`src/snl_display_pkg.sv`:
```
// Decimal digit and segment types, hex glyph encoder
`default_nettype none

package snl_display_pkg;

	typedef logic [3:0] digit_t;	// One displayed digit, hex range
	typedef logic [6:0] seg_t;	// Active low, bit 0 is segment a, bit 6 is g

	// Standard hex glyphs, so ten shows as "A"
	function automatic seg_t seg_encode(input digit_t value);
		case (value)
			4'h0:    return 7'b1000000;
			4'h1:    return 7'b1111001;
			4'h2:    return 7'b0100100;
			4'h3:    return 7'b0110000;
			4'h4:    return 7'b0011001;
			4'h5:    return 7'b0010010;
			4'h6:    return 7'b0000010;
			4'h7:    return 7'b1111000;
			4'h8:    return 7'b0000000;
			4'h9:    return 7'b0010000;
			4'hA:    return 7'b0001000;
			4'hB:    return 7'b0000011;	// Lower case b
			4'hC:    return 7'b1000110;
			4'hD:    return 7'b0100001;	// Lower case d
			4'hE:    return 7'b0000110;
			default: return 7'b0001110;	// F
		endcase
	endfunction

endpackage

`default_nettype wire

```
`src/snl_game_pkg.sv`:
```
// Game types, player codes, board limit and snake/ladder jump table
`default_nettype none

package snl_game_pkg;

	typedef logic [6:0] position_t;	// Board square 0..100
	typedef logic [1:0] player_t;	// 0 none, 1 P1, 2 P2
	typedef logic [2:0] face_t;	// Dice face, 0 while nothing rolled

	localparam player_t PLAYER_NONE = 2'd0;
	localparam player_t PLAYER_1    = 2'd1;
	localparam player_t PLAYER_2    = 2'd2;

	localparam position_t BOARD_END = 7'd100;	// Exact finish square

	// Destination of a landing square, itself when no snake or ladder
	function automatic position_t jump_target(input position_t square);
		case (square)
			7'd4:    return 7'd14;	// Ladders
			7'd8:    return 7'd30;
			7'd21:   return 7'd42;
			7'd28:   return 7'd76;
			7'd50:   return 7'd67;
			7'd71:   return 7'd92;
			7'd80:   return 7'd99;
			7'd32:   return 7'd10;	// Snakes
			7'd36:   return 7'd6;
			7'd48:   return 7'd26;
			7'd62:   return 7'd18;
			7'd88:   return 7'd24;
			7'd95:   return 7'd56;
			7'd97:   return 7'd78;
			default: return square;	// Plain square
		endcase
	endfunction

endpackage

`default_nettype wire

```
`src/board_mover.sv`:
```
// Player positions, exact-finish hold, snake/ladder jump and lights
`timescale 1ns/1ps
`default_nettype none

module board_mover
	import snl_game_pkg::*;
(
	input  wire       KEY,
	input  wire       arst_n,
	input  wire       step,	// Register tentative square
	input  wire       settle,	// Write jump target back
	input  wire       clear,	// New game
	input  player_t   mover,	// Player being moved
	input  face_t     face,	// Captured roll value
	output position_t pos_p1,
	output position_t pos_p2,
	output logic      ladder,	// Last move climbed
	output logic      snake,	// Last move slid down
	output logic      at_end	// Settle lands on the finish
);

	position_t cur_pos;	// Mover's square before the roll
	position_t sum_pos;	// Square plus face, may pass 100
	position_t land;	// Tentative square after the step
	position_t dest;	// Square after snake or ladder

	always_comb
	begin
		cur_pos = (mover == PLAYER_2) ? pos_p2 : pos_p1;
		sum_pos = cur_pos + position_t'(face);	// At most 107, fits 7 bits
		dest    = jump_target(land);
		at_end  = settle && (dest == BOARD_END);
	end

	// Overshoot leaves the player where they stand
	always_ff @(posedge KEY)
	begin
		if (step)
			land <= (sum_pos > BOARD_END) ? cur_pos : sum_pos;
	end

	always_ff @(posedge KEY or negedge arst_n)
	begin
		if (!arst_n)
		begin
			pos_p1 <= '0;
			pos_p2 <= '0;
			ladder <= 1'b0;
			snake  <= 1'b0;
		end
		else if (clear)
		begin
			pos_p1 <= '0;	// Both back to start
			pos_p2 <= '0;
			ladder <= 1'b0;
			snake  <= 1'b0;
		end
		else if (settle)
		begin
			if (mover == PLAYER_2)
				pos_p2 <= dest;
			else
				pos_p1 <= dest;
			ladder <= (dest > land);	// Rose past the landing square
			snake  <= (dest < land);	// Dropped below it
		end
	end

endmodule

`default_nettype wire

```
`src/dice_counter.sv`:
```
// Free-running dice face counter with captured roll value
`timescale 1ns/1ps
`default_nettype none

module dice_counter
	import snl_game_pkg::*;
#(
	parameter int unsigned DICE_FACES = 6	// Top face, at most 7
)
(
	input  wire   KEY,
	input  wire   arst_n,
	input  wire   capture,	// Roll accepted this cycle
	input  wire   clear,	// New game
	output face_t face	// Captured roll, 0 until first roll
);

	face_t count;	// Runs 1..DICE_FACES, sampled by a roll

	// Counter never stops, the moment of the roll picks the face
	always_ff @(posedge KEY or negedge arst_n)
	begin
		if (!arst_n)
		begin
			count <= '0;	// First edge brings it to 1
		end
		else if (count >= face_t'(DICE_FACES))
		begin
			count <= face_t'(1);	// Wrap after top face
		end
		else
		begin
			count <= count + face_t'(1);
		end
	end

	// Held roll value for mover, FSM and display
	always_ff @(posedge KEY or negedge arst_n)
	begin
		if (!arst_n)
			face <= '0;
		else if (clear)
			face <= '0;	// Blank dice on new game
		else if (capture)
			face <= count;
	end

endmodule

`default_nettype wire

```
`src/score_display.sv`:
```
// Decimal split of positions and seven-segment encoding of all readouts
`timescale 1ns/1ps
`default_nettype none

module score_display
	import snl_game_pkg::*;
	import snl_display_pkg::*;
(
	input  position_t pos_p1,
	input  position_t pos_p2,
	input  face_t     face,
	input  player_t   turn,
	input  player_t   winner,
	output seg_t      seg_p1_tens,
	output seg_t      seg_p1_ones,
	output seg_t      seg_p2_tens,
	output seg_t      seg_p2_ones,
	output seg_t      seg_dice,
	output seg_t      seg_turn,
	output seg_t      seg_winner
);

	digit_t p1_tens, p1_ones;
	digit_t p2_tens, p2_ones;

	// Tens by repeated subtraction, 100 gives tens 10
	function automatic void split_dec(input position_t value, output digit_t tens,
		output digit_t ones);
		position_t rest;
		rest = value;
		tens = '0;
		for (int i = 0; i < 10; i++)
		begin
			if (rest >= 7'd10)
			begin
				rest = rest - 7'd10;
				tens = tens + 4'd1;
			end
		end
		ones = digit_t'(rest);	// Remainder below ten
	endfunction

	always_comb
	begin
		split_dec(pos_p1, p1_tens, p1_ones);
		split_dec(pos_p2, p2_tens, p2_ones);
		seg_p1_tens = seg_encode(p1_tens);	// Shows "A" at the finish
		seg_p1_ones = seg_encode(p1_ones);
		seg_p2_tens = seg_encode(p2_tens);
		seg_p2_ones = seg_encode(p2_ones);
		seg_dice    = seg_encode({1'b0, face});
		seg_turn    = seg_encode({2'b00, turn});
		seg_winner  = seg_encode({2'b00, winner});	// 0 while nobody won
	end

endmodule

`default_nettype wire

```
`src/snl_top.sv`:
```
// Game top level with dice counter, turn FSM, board mover and display
`timescale 1ns/1ps
`default_nettype none

module snl_top
	import snl_game_pkg::*;
	import snl_display_pkg::*;
#(
	parameter int unsigned DICE_FACES = 6	// Faces on the die, up to 7
)
(
	input  wire       KEY,	// System clock
	input  wire       arst_n,
	input  wire       game_on,	// Low starts a new game
	input  wire       roll,	// One-cycle roll pulse
	output seg_t      seg_p1_tens,
	output seg_t      seg_p1_ones,
	output seg_t      seg_p2_tens,
	output seg_t      seg_p2_ones,
	output seg_t      seg_dice,
	output seg_t      seg_turn,
	output seg_t      seg_winner,
	output position_t pos_p1,
	output position_t pos_p2,
	output player_t   turn,
	output player_t   winner,
	output face_t     face,
	output logic      ladder,	// Ladder light
	output logic      snake	// Snake light
);

	logic    capture;
	logic    step;
	logic    settle;
	logic    clear;
	logic    at_end;
	player_t mover;

	dice_counter #(.DICE_FACES(DICE_FACES)) i_dice_counter
	(
		.KEY     (KEY),
		.arst_n  (arst_n),
		.capture (capture),
		.clear   (clear),
		.face    (face)
	);

	turn_fsm #(.DICE_FACES(DICE_FACES)) i_turn_fsm
	(
		.KEY     (KEY),
		.arst_n  (arst_n),
		.game_on (game_on),
		.roll    (roll),
		.face    (face),
		.at_end  (at_end),
		.capture (capture),
		.step    (step),
		.settle  (settle),
		.clear   (clear),
		.mover   (mover),
		.turn    (turn),
		.winner  (winner)
	);

	board_mover i_board_mover
	(
		.KEY    (KEY),
		.arst_n (arst_n),
		.step   (step),
		.settle (settle),
		.clear  (clear),
		.mover  (mover),
		.face   (face),
		.pos_p1 (pos_p1),
		.pos_p2 (pos_p2),
		.ladder (ladder),
		.snake  (snake),
		.at_end (at_end)
	);

	// Pure decode of the visible game state
	score_display i_score_display
	(
		.pos_p1      (pos_p1),
		.pos_p2      (pos_p2),
		.face        (face),
		.turn        (turn),
		.winner      (winner),
		.seg_p1_tens (seg_p1_tens),
		.seg_p1_ones (seg_p1_ones),
		.seg_p2_tens (seg_p2_tens),
		.seg_p2_ones (seg_p2_ones),
		.seg_dice    (seg_dice),
		.seg_turn    (seg_turn),
		.seg_winner  (seg_winner)
	);

endmodule

`default_nettype wire

```
`src/turn_fsm.sv`:
```
// Roll sequencing FSM with turn order, extra turn on top face and winner lock
`timescale 1ns/1ps
`default_nettype none

module turn_fsm
	import snl_game_pkg::*;
#(
	parameter int unsigned DICE_FACES = 6	// Face that earns another roll
)
(
	input  wire     KEY,
	input  wire     arst_n,
	input  wire     game_on,	// Low holds the new-game state
	input  wire     roll,	// One-cycle roll request
	input  face_t   face,	// Captured roll value
	input  wire     at_end,	// Settled square is the finish
	output logic    capture,	// Sample dice counter
	output logic    step,	// Add face to mover's square
	output logic    settle,	// Apply jump, update lights
	output logic    clear,	// New game for dice and board
	output player_t mover,	// Player being moved
	output player_t turn,	// Player allowed to roll
	output player_t winner	// None until someone lands on 100
);

	typedef enum logic [1:0]
	{
		ST_IDLE,	// Waiting for a roll
		ST_STEP,	// Tentative square being registered
		ST_SETTLE,	// Jump applied, turn decided
		ST_WON	// Game over, rolls ignored
	} state_t;

	state_t  state;
	player_t other;	// Player who rolls next on a normal turn

	always_comb
	begin
		clear   = !game_on;
		capture = game_on && roll && (state == ST_IDLE);	// Busy or won drops the roll
		step    = (state == ST_STEP);
		settle  = (state == ST_SETTLE);
		mover   = turn;	// Turn only changes after settle
		other   = (turn == PLAYER_1) ? PLAYER_2 : PLAYER_1;
	end

	always_ff @(posedge KEY or negedge arst_n)
	begin
		if (!arst_n)
		begin
			state  <= ST_IDLE;
			turn   <= PLAYER_1;	// P1 always opens
			winner <= PLAYER_NONE;
		end
		else if (!game_on)
		begin
			state  <= ST_IDLE;	// Abort any move in flight
			turn   <= PLAYER_1;
			winner <= PLAYER_NONE;
		end
		else
		begin
			case (state)
				ST_IDLE:
				begin
					if (roll)
						state <= ST_STEP;
				end
				ST_STEP:
				begin
					state <= ST_SETTLE;
				end
				ST_SETTLE:
				begin
					if (at_end)
					begin
						winner <= mover;	// Turn frozen on the winner
						state  <= ST_WON;
					end
					else
					begin
						if (face != face_t'(DICE_FACES))
							turn <= other;	// Top face keeps the same player
						state <= ST_IDLE;
					end
				end
				default:
				begin
					state <= ST_WON;	// Locked until game_on drops
				end
			endcase
		end
	end

endmodule

`default_nettype wire
```
`config.mk`:
```
export PLATFORM = sky130hd
export DESIGN_NAME = snl_top
export DESIGN_NICKNAME = d
export VERILOG_FILES = /design/src/snl_display_pkg.sv /design/src/snl_game_pkg.sv /design/src/board_mover.sv /design/src/dice_counter.sv /design/src/score_display.sv /design/src/snl_top.sv /design/src/turn_fsm.sv
export SDC_FILE = /design/constraint.sdc
export NUM_CORES = 1
export LEC_CHECK = 0
export BUFFER_PORTS_ARGS = -buffer_cell sky130_fd_sc_hd__buf_2
export CORE_ASPECT_RATIO = 1.1
export CORE_MARGIN = 8
export CORE_UTILIZATION = 50
export CTS_BUF_LIST = sky130_fd_sc_hd__clkbuf_4
export CTS_CLUSTER_SIZE = 25
export DETAILED_ROUTE_END_ITERATION = 10
export PLACE_DENSITY_LB_ADDON = 0.08
export SLEW_MARGIN = 20
export SYNTH_ARGS = -nofsm -noshare
export SYNTH_HDL_FRONTEND = slang
export SYNTH_SLANG_ARGS = --single-unit
export TNS_END_PERCENT = 5
```
`constraint.sdc`:
```
create_clock -name KEY -period 14.9 [get_ports KEY]
set_clock_uncertainty 0.1 [all_clocks]
set_input_delay 0 -clock KEY [delete_from_list [all_inputs] [get_ports KEY]]
set_output_delay 0 -clock KEY [all_outputs]
set_load 0.03 [all_outputs]
```
After elaboration in Yosys (flattened, before gate mapping)
Memories as Yosys holds them, arrays and structs flattened.
Index checks and enable logic that the tools add are counted.
{"block": "totals", "word_cells": 191, "out_inout_bits": 72, "mem_bits_ro": 504, "register_bits": 35, "n_memories": 5}
{"memory": "(name not given)", "depth": 16, "word_bits": 7, "rd": 1, "rd_clocked_by_memory_dff": 0, "write_ports": 0, "line": "snl_display_pkg.sv:11", "rtl": "case (value)"}
{"memory": "(name not given)", "depth": 16, "word_bits": 7, "rd": 1, "rd_clocked_by_memory_dff": 0, "write_ports": 0, "line": "snl_display_pkg.sv:11"}
{"memory": "(name not given)", "depth": 16, "word_bits": 7, "rd": 1, "rd_clocked_by_memory_dff": 0, "write_ports": 0, "line": "snl_display_pkg.sv:11"}
{"memory": "(name not given)", "depth": 16, "word_bits": 7, "rd": 1, "rd_clocked_by_memory_dff": 0, "write_ports": 0, "line": "snl_display_pkg.sv:11"}
{"memory": "(name not given)", "depth": 8, "word_bits": 7, "rd": 1, "rd_clocked_by_memory_dff": 0, "write_ports": 0, "line": "snl_display_pkg.sv:11"}
{"block": "op_classes", "mux": 70, "eq_ne": 32, "n_lt_le_gt_ge": 24, "addsub": 40, "reduce_logical": 10}
{"operator": "7-bit two-way mux", "count": 26}
{"operator": "7-bit by 4-bit >= comparator with 1-bit output, second input constant", "count": 20}
{"operator": "7-bit by 4-bit subtractor with 7-bit output, second input constant", "count": 18}
{"operator": "7-bit one-hot mux with 14 select lines", "count": 1}
{"operator": "4-bit two-way mux", "count": 20}
{"operator": "4-bit by 1-bit adder with 4-bit output, second input constant", "count": 16}
{"operator": "7-bit one-hot mux with 4 select lines", "count": 2}
{"operator": "7-bit == test, second input constant", "count": 6}
{"operator": "7-bit by 6-bit == test with 1-bit output, second input constant", "count": 5}
{"operator": "2-bit two-way mux", "count": 11}
{"operator": "7-bit by 5-bit == test with 1-bit output, second input constant", "count": 2}
{"operator": "2-bit == test, second input constant", "count": 5}
{"operator": "2-bit by 1-bit inequality test with 1-bit output, second input constant", "count": 5}
{"operator": "3-bit two-way mux", "count": 3}
{"operator": "4-bit subtractor, second input constant", "count": 2}
{"operator": "7-bit by 3-bit adder with 7-bit output", "count": 1}
{"operator": "7-bit by 3-bit == test with 1-bit output, second input constant", "count": 1}
{"operator": "7-bit by 4-bit == test with 1-bit output, second input constant", "count": 1}
{"operator": "7-bit greater-than comparator", "count": 1}
{"operator": "7-bit greater-than comparator, second input constant", "count": 1}
{"operator": "7-bit < comparator", "count": 1}
{"operator": "2-bit by 1-bit == test with 1-bit output, second input constant", "count": 3}
{"operator": "2-bit zero test", "count": 3}
{"operator": "1-bit two-way mux", "count": 6}
{"operator": "9 further kinds", "count": 16}

Depth between registers and ports, before layout
Gate-level depths: netlist (run 1).
An unclocked memory read counts as a cell.
{"block": "depth", "depth_word": 21, "ltp_mapped": 37, "ltp_nobuf": 34}

Cells and area by module
A second synthesis (run 1) with hierarchy kept.
{"block": "hier_totals", "hier_cells": 1116, "area_unflattened_um2": 8239.2}
{"mod": "score_display", "cells_per_inst": 845, "seq_area_each_um2": 0.0, "area_each_um2": 5699.2, "n_inst": 1}
{"mod": "board_mover", "cells_per_inst": 221, "seq_area_each_um2": 610.6, "area_each_um2": 1956.9, "n_inst": 1}
{"mod": "turn_fsm", "cells_per_inst": 30, "seq_area_each_um2": 151.4, "area_each_um2": 327.8, "n_inst": 1}
{"mod": "dice_counter", "cells_per_inst": 20, "seq_area_each_um2": 150.1, "area_each_um2": 255.2, "n_inst": 1}

Least setup slack after synthesis (run 1)
Ideal clock, no wire load.
{"block": "synth_timing", "kind": "reg2out", "start": "register i_board_mover.pos_p1[1]", "end": "output port seg_p1_tens[1]", "arrival_time_ns": 8.221, "n_path_buf": 2, "setup_slack_ns": 6.579, "path_stages_with_launch": 33, "path_cell_list": "dfrtp_1 buf_2 clkinv_1 ha_1 buf_2 or2_1 o21ai_4 o41ai_4 o31a_1 o21a_2 xnor2_2 a2111oi_2 a21o_2 xnor2_1 a21o_1 a211oi_2 o21ai_0 ha_1 a221o_1 ha_1 mux2_2 ha_1 a21o_1 ha_1 o21ai_0 a21oi_1 or2_2 ha_1 mux2_2 inv_1 ha_1 mux2i_1 o21ai_0"}
{"block": "synth_between", "elab_chain_cells": 21, "elab_cells_between_ends": 48, "classes_between": "add/sub: 18; order compare: 10; mux: 19; memory: 1"}
{"element": "from (decl)", "line": "board_mover.sv:15", "rtl": "output position_t pos_p1,"}
{"element": "from (signal assigned)", "line": "board_mover.sv:63", "rtl": "pos_p1 <= dest;"}
{"element": "7-bit by 4-bit subtractor with 7-bit output / 7-bit by 4-bit >= comparator with 1-bit output (equally long branches)", "line": "score_display.sv:36, score_display.sv:34"}
{"element": "7-bit two-way mux / 1-bit two-way mux (equally long branches)", "line": "score_display.sv:34", "rtl": "if (rest >= 7'd10)"}
{"element": "7-bit by 4-bit subtractor with 7-bit output (tied with other cells)", "line": "score_display.sv:36", "rtl": "rest = rest - 7'd10;"}
{"element": "7-bit two-way mux / 4-bit two-way mux (equally long branches)", "line": "score_display.sv:34"}
{"element": "7-bit by 4-bit subtractor with 7-bit output (tied with other cells)", "line": "score_display.sv:36"}
{"element": "7-bit two-way mux / 4-bit two-way mux (equally long branches)", "line": "score_display.sv:34"}
{"element": "7-bit by 4-bit subtractor with 7-bit output (tied with other cells)", "line": "score_display.sv:36"}
{"element": "7-bit two-way mux / 4-bit two-way mux (equally long branches)", "line": "score_display.sv:34"}
{"element": "[5 not listed]"}
{"element": "7-bit two-way mux / 4-bit two-way mux (equally long branches)", "line": "score_display.sv:34"}
{"element": "7-bit by 4-bit subtractor with 7-bit output (tied with other cells)", "line": "score_display.sv:36"}
{"element": "7-bit two-way mux / 4-bit two-way mux (equally long branches)", "line": "score_display.sv:34"}
{"element": "7-bit by 4-bit subtractor with 7-bit output (tied with other cells)", "line": "score_display.sv:36"}
{"element": "7-bit two-way mux / 4-bit two-way mux (equally long branches)", "line": "score_display.sv:34"}
{"element": "7-bit by 4-bit >= comparator with 1-bit output / 4-bit by 1-bit adder with 4-bit output (equally long branches)", "line": "score_display.sv:34, score_display.sv:37"}
{"element": "4-bit two-way mux *", "line": "score_display.sv:34"}
{"element": "memory 16 x 7 bit *"}
{"element": "to (decl)", "line": "snl_top.sv:16", "rtl": "output seg_t seg_p1_tens,"}
Every way passes the cells marked *; elsewhere a longest branch is shown, timed or not.

Final worst setup path (run 1)
{"block": "layout_timing", "start": "register i_board_mover.pos_p1[1]", "end": "output port seg_p1_tens[3]"}
Same word-level chain as after synthesis.

==> results.md, run 1 <==
- Status: completed
- Clock Sinks: 35
- Crit. End Element: output pin
- Syn. warnings: 0
- Async set or reset register ratio after synthesis: 0.800
- RSZ-0062 raised after global routing: false
- First-pass GRT wire length: 38300 um
- Achievable clock frequency: 105 MHz
- H-Tree Depth: 2
- Synth cell types: 117
- Power Total: 1.74 mW
- Io pins: 76
- Die area: 0.0216 sq mm
- Pwr dens: 193 mW/mm^2
- Overall Global Routing Usage: 0.201
- Final Cycle Share: 0.638
- Detailed placement HPWL: 17600 um
- Post-Syn Area: 0.00858 sq mm
- Post-route ant nets: 0
- Root Driver: clkbuf_4
- Clk buf depth: 2
- Area occupied by multi-input gates: 0.00712 sq mm
- Setup-failing EPs final: 0
- Critical path required time: 14.80 ns
- Average instance area after synthesis: 7.51 sq um
- GP Congestion: 0.931
- Drt first pass iters: 5
- Iter 0 DRT Violations: 392
- CP peak stage delay: 0.87 ns
- Row Count: 50
- Top cell type's share of synthesized area: 0.0977
- MaxCap Viol Count: 0
- Slew @ Worst Pin: 1.01 ns
- Layout Nets: 1241
- Max Transition Viols Final: 0
- DP Worst Slack: 5.82 ns
- WHS Path Cells: 3
- Hold Crit Class: in -> reg
- Number of placed instances, taps included: 1368
- Crit start category: flop
- Dpl cell area: 0.00890 sq mm
- Most used cell, CP: ha_1
- Core ar.: 0.0169 sq mm
- Post-synth EDFFs: 7
- Synth area leader: ha_1
- Crit Path Category: reg -> out
- Number of global-route vias before repair: 8288
- Sequential area share after synthesis: 0.106
- Slowest CP cell: xnor2_1
- Worst-skew pair later-pin latency: 0.35 ns
- Die Y-Extent: 153 um
- Dominant synthesized flop cell: dfrtp_1
- Number of port buffers: 73
- Peak VDD IR: 0.536 mV
- Total Neg Setup Slack: 0 ns
- Layout cells sized above 1: 0.146
- Routed len/inst: 16.3 um
- Residual DRC count: 0
- Fin worst setup slack: 5.39 ns
- Initial Util: 0.508
- ANT cells: 0
- P&R area growth vs syn: 4.89%
- DIE WIDTH: 141 um
- Initial antenna violation count: 0
- R2R depth: 12
- CP max FO: 14
- Largest net degree at the start of global routing: 29
- Drt via density: 6.29
- Cell count after synthesis: 1143
- Via count: 8671
- CTS tree: yes
- Final Non-Filler Cells: 1378
- CTS Buf Count: 5
- Fill cell count: 1698
- FF+latch count, synth: 35
- CTS clk-pin slew, worst paths: 0.10 ns
- Final hold vios: 0
- Total gr overflow: 0
- Final wirelength: 22500 um
- Register area: 912 sq um
- Slew Limit Headroom: 0.309
- Top post-synthesis cells by area: ha_1 (9.8%), dfrtp_1 (7.9%), xnor2_1 (4.3%), nand2_1 (4.1%), nor2_1 (4.0%)
- Arr. time, crit path: 9.41 ns
- Leakage: 3.82 nW
- Post-route cell area: 0.00900 sq mm
- Minimum clock period: 9.51 ns
[metal layers]
metal  GRT usage  share of wire  vias to the layer above
li1            -              -                     4342
met1       0.255           0.47                     4052
met2       0.349           0.47                      228
met3      0.0227          0.039                       49
met4      0.0615          0.025                        0
met5           0              0                        -
[where the power goes]
| group | internal [mW] | total [mW] | switching [mW] |
|---|---|---|---|
| Combinational | 0.571 | 1.56 | 0.987 |
| Sequential | 0.101 | 0.109 | 0.00758 |
| Clock | 0.0345 | 0.0688 | 0.0343 |
[layout by cell type, fill, tap and decap left out, types with 9 or more instances in the layout]
cell type / synthesis / final
a211oi_1: 25 / 25
a21boi_0: 10 / 10
a21o_1: 15 / 15
a21oi_1: 63 / 63
a31oi_1: 20 / 20
and2_1: 24 / 24
buf_2: 25 / 73
dfrtp_1: 27 / 27
ha_1: 67 / 67
inv_1: 60 / 60
mux2_2: 13 / 13
mux2i_1: 34 / 33
nand2_1: 93 / 93
nand2b_1: 12 / 12
nand3_1: 33 / 33
nor2_1: 91 / 91
nor2b_1: 22 / 22
nor3_1: 33 / 33
nor4_1: 20 / 20
o211a_1: 14 / 14
o211ai_1: 14 / 14
o21a_1: 18 / 18
o21ai_0: 60 / 60
o21ai_1: 13 / 13
o22ai_1: 17 / 17
or2_2: 9 / 9
or3_1: 12 / 12
xnor2_1: 42 / 42
xor2_1: 14 / 14
[final cells by class]
type / count / area share
clock buffer: 5 / 0.00417
clock inverter: 3 / 0.00431
inverter: 63 / 0.0263
multi-input combinational: 988 / 0.791
sequential: 35 / 0.101
tap: 208 / 0.0289
timing repair buffer: 76 / 0.0437
[flip-flops by register name, summed over array words and instances, names as in the netlist]
register / cells
i_board_mover.ladder: 1
i_board_mover.land: 7
i_board_mover.pos_p1: 7
i_board_mover.pos_p2: 7
i_board_mover.snake: 1
i_dice_counter.count: 3
i_dice_counter.face: 3
i_turn_fsm.mover: 2
i_turn_fsm.state: 2
i_turn_fsm.winner: 2
[critical path, delay by kind of cell, from the launching register on]
kind                       cells  cell delay [ns]
muxes                          2             0.88
AOI/OAI and AO/OA             12             2.84
adders and majority gates      5             1.54
DFF                            1             0.67
buffers and inverters          2             0.53
xor gates and xnor gates       2             1.06
and+or+nand+nor                6             1.57
[path summary, 6_finish.rpt]
kind,start,endpoint,slack [ns]
max,i_board_mover.pos_p1[1],seg_p1_tens[3],5.39
min,roll,i_turn_fsm.state[0],0.08
max reg2reg,i_turn_fsm.mover[0],i_board_mover.land[0],10.52
min reg2reg,i_dice_counter.count[0],i_dice_counter.count[0],0.41
max in group asynchronous,arst_n,i_dice_counter.face[0],14.16
min in group asynchronous,arst_n,i_board_mover.ladder,0.10
[Yosys cell counts (8+ instances only)]
library cell and instances:
o211ai_1 14, nor2b_1 22, a21oi_1 63, nor3_1 33, ha_1 67, dfrtp_1 27
nor4_1 20, mux2i_1 34, xnor2_1 42, o21ai_1 13, o21ai_0 60, xor2_1 14
a211oi_1 25, or2_2 9, mux2_2 13, nand2b_1 12, nand3_1 33, buf_2 25
o211a_1 14, clkbuf_1 19, buf_4 8, or3_1 12, inv_1 60, a31oi_1 20
a21boi_0 10, o21a_1 18, nand2_1 93, and2_1 24, o22ai_1 17, nor2_1 91
a21o_1 15
[metrics by stage]
step,hold slack [ns],util
final,0.0807,0.533
after global routing,0.0926,0.533
after CTS,0.0760,0.533
after detailed placement,-0.0332,0.527
after global placement,-0.0353,0.527
after floorplan,-0.396,-
[logic make-up (layout without fill, tap and decap cells)]
| family | count (synthesis) | in the layout | synth area share |
|---|---|---|---|
| simple gates | 410 | 410 | 0.249 |
| compound gates | 397 | 397 | 0.347 |
| buf+inv | 121 | 147 | 0.0646 |
| fa+ha+maj | 68 | 68 | 0.100 |
| xor+xnor | 60 | 60 | 0.0655 |
| mux | 51 | 51 | 0.0672 |
| flops | 35 | 35 | 0.106 |
| other cells | 1 | 2 | 0.000437 |
[repair_timing]
action,CTS,global route
hold buffers,2,0
endpoints found under the hold margin,38,0
resized for setup,0,0
buffers inserted,0,0
setup endpoints to repair,0,0
Note: power is estimated with default switching activity, not from simulation.
==> run 2, diff against run 1 <==
==> constraint.sdc (replaced) <==
create_clock -name KEY -period 9.1 [get_ports KEY]
set_clock_uncertainty 0.1 [all_clocks]
set_input_delay 0 -clock KEY [delete_from_list [all_inputs] [get_ports KEY]]
set_output_delay 0 -clock KEY [all_outputs]
set_load 0.03 [all_outputs]
==> run 2 against run 1 <==
Against the previous run:
- sequential power rose by 62%
- via count is essentially flat
- sequential share of layout area shrank 0.17 points
- worst hold slack got worse by 0.0051 ns
- largest power group unchanged
- die area unchanged
- total power up 64%
- non-clock buffer count rose by 15
==> results.md, run 2 (synthesis results as in run 1) <==
- Register area: 912 sq um
- Io pins: 76
- Hold Path End: i_turn_fsm.state[0]
- WHS Path Cells: 3
- Drt via density: 6.23
- CTS clk-pin slew, worst paths: 0.11 ns
- Final Cycle Share: 0.951
- Crit. End Element: output pin
- Overall Global Routing Usage: 0.197
- Area occupied by multi-input gates: 0.00717 sq mm
- Clock Sinks: 35
- Met2 Use GR: 0.346
- Die Y-Extent: 153 um
- Iter 0 DRT Violations: 443
- M3 GR Usage: 0.0231
- Peak VDD IR: 1.00 mV
- Slew Limit Headroom: 0.358
- Worst r2r dst: i_board_mover.land[1]
- Slew @ Worst Pin: 0.950 ns
- Via count: 8676
- Layout Nets: 1256
- Worst-skew pair later-pin latency: 0.34 ns
- Achievable clock frequency: 116 MHz
- Residual DRC count: 0
- Final wirelength: 22400 um
- HP Start: roll
- Crit Path Category: reg -> out
- Pwr dens: 311 mW/mm^2
- Initial Util: 0.508
- Setup-failing EPs final: 0
- Final hold vios: 0
- P&R area growth vs syn: 6.72%
- Largest net degree at the start of global routing: 29
- Minimum clock period: 8.65 ns
- Number of global-route vias before repair: 8020
- Most frequent cells in the layout: nand2_1 (91), nor2_1 (91), buf_2 (73)
- Fill cell count: 1646
- Number of port buffers: 73
- Routed len/inst: 16.0 um
- Status: completed
- Crit start category: flop
- H-Tree Depth: 2
- Root Driver: clkbuf_4
- Leakage: 3.90 nW
- Drt first pass iters: 5
- Most used cell, CP: ha_1
- RSZ-0062 raised after global routing: true
- Arr. time, crit path: 8.55 ns
- Max Transition Viols Final: 0
- First-pass GRT wire length: 37300 um
- DIE WIDTH: 141 um
- Post-route cell area: 0.00916 sq mm
- Power Total: 2.85 mW
- Reg2reg start: i_turn_fsm.mover[0]
- Met1 usage in global routing: 0.248
- Hold Crit Class: in -> reg
- Total gr overflow: 0
- Detailed placement HPWL: 17600 um
- DP Worst Slack: 0.556 ns
- Total Neg Setup Slack: 0 ns
- Die area: 0.0216 sq mm
- Critical path required time: 9.00 ns
- Slowest CP cell: nor2_1
- GR peak layer: met2
- Post-route ant nets: 0
- Reg2reg setup slack: 4.71 ns
- Initial antenna violation count: 0
- Fin worst setup slack: 0.446 ns
- MaxCap Viol Count: 0
- Row Count: 50
- GP Congestion: 0.932
- Layout cells sized above 1: 0.165
- CP peak stage delay: 0.43 ns
- Largest registers: i_board_mover.land (7), i_board_mover.pos_p1 (7), i_board_mover.pos_p2 (7)
- Hold Slack: 0.0756 ns
- Core ar.: 0.0169 sq mm
- CP max FO: 9
- Clk buf depth: 2
- ANT cells: 0
- CTS tree: yes
- R2R depth: 12
- Dpl cell area: 0.00898 sq mm
- CTS Buf Count: 5
-- run 2: worst max-delay path, delay by kind of cell (launching register included) --
family	cells	cell delay, ns
buf+inv	5	0.67
simple gates	3	1.04
xor+xnor	1	0.38
compound gates	10	1.98
fa+ha+maj	8	2.31
mux	4	1.46
flops	1	0.36
-- run 2: repair_timing --
item,4_1_cts,5_1_grt
gates resized for setup,0,9
endpoints found under the setup margin,0,16
endpoints found under the hold margin,34,0
hold buffers,2,0
buffers inserted,0,4
-- run 2: how the worst max path moves through the flow --
stage                     cells after the start        endpoint  slack, ns                     from
after detailed placement                     29  seg_p1_tens[3]       0.56  i_board_mover.pos_p1[1]
after global routing                         31  seg_p1_tens[3]      -0.03  i_board_mover.pos_p1[1]
after CTS                                    29  seg_p1_tens[3]       0.14  i_board_mover.pos_p1[1]
final                                        31  seg_p1_tens[3]       0.45  i_board_mover.pos_p1[1]
after floorplan                              32  seg_p1_tens[1]       0.78  i_board_mover.pos_p1[1]
after global placement                       31  seg_p2_tens[0]       0.68  i_board_mover.pos_p2[1]
-- run 2: layout make-up --
class                   instances  share of cell area
clock buffers                   5             0.00410
clock inverters                 3             0.00424
inverters                      63              0.0258
multi-input cells             988               0.783
flip-flops and latches         35              0.0996
well taps                     208              0.0284
repair buffers                 91              0.0552
-- run 2: through the flow --
step	std cells	util
3_5_place_dp	1379	0.532
6_report	1393	0.542
3_3_place_gp	1379	0.532
2_1_floorplan	1144	-
4_1_cts	1389	0.537
5_1_grt	1393	0.542
-- run 2: metal layers --
layer  routed length, um  up-vias  share of wire
met5                   0        -              0
met4                 507        0          0.023
met3                1090       46          0.049
met2               10700      277           0.48
met1               10000     3977           0.45
li1                    -     4376              -
-- run 2: power by group --
group          leakage [nW]  switching [mW]  internal [mW]
logic                  3.41            1.62          0.945
registers             0.445          0.0110          0.166
clock network        0.0426          0.0536         0.0565
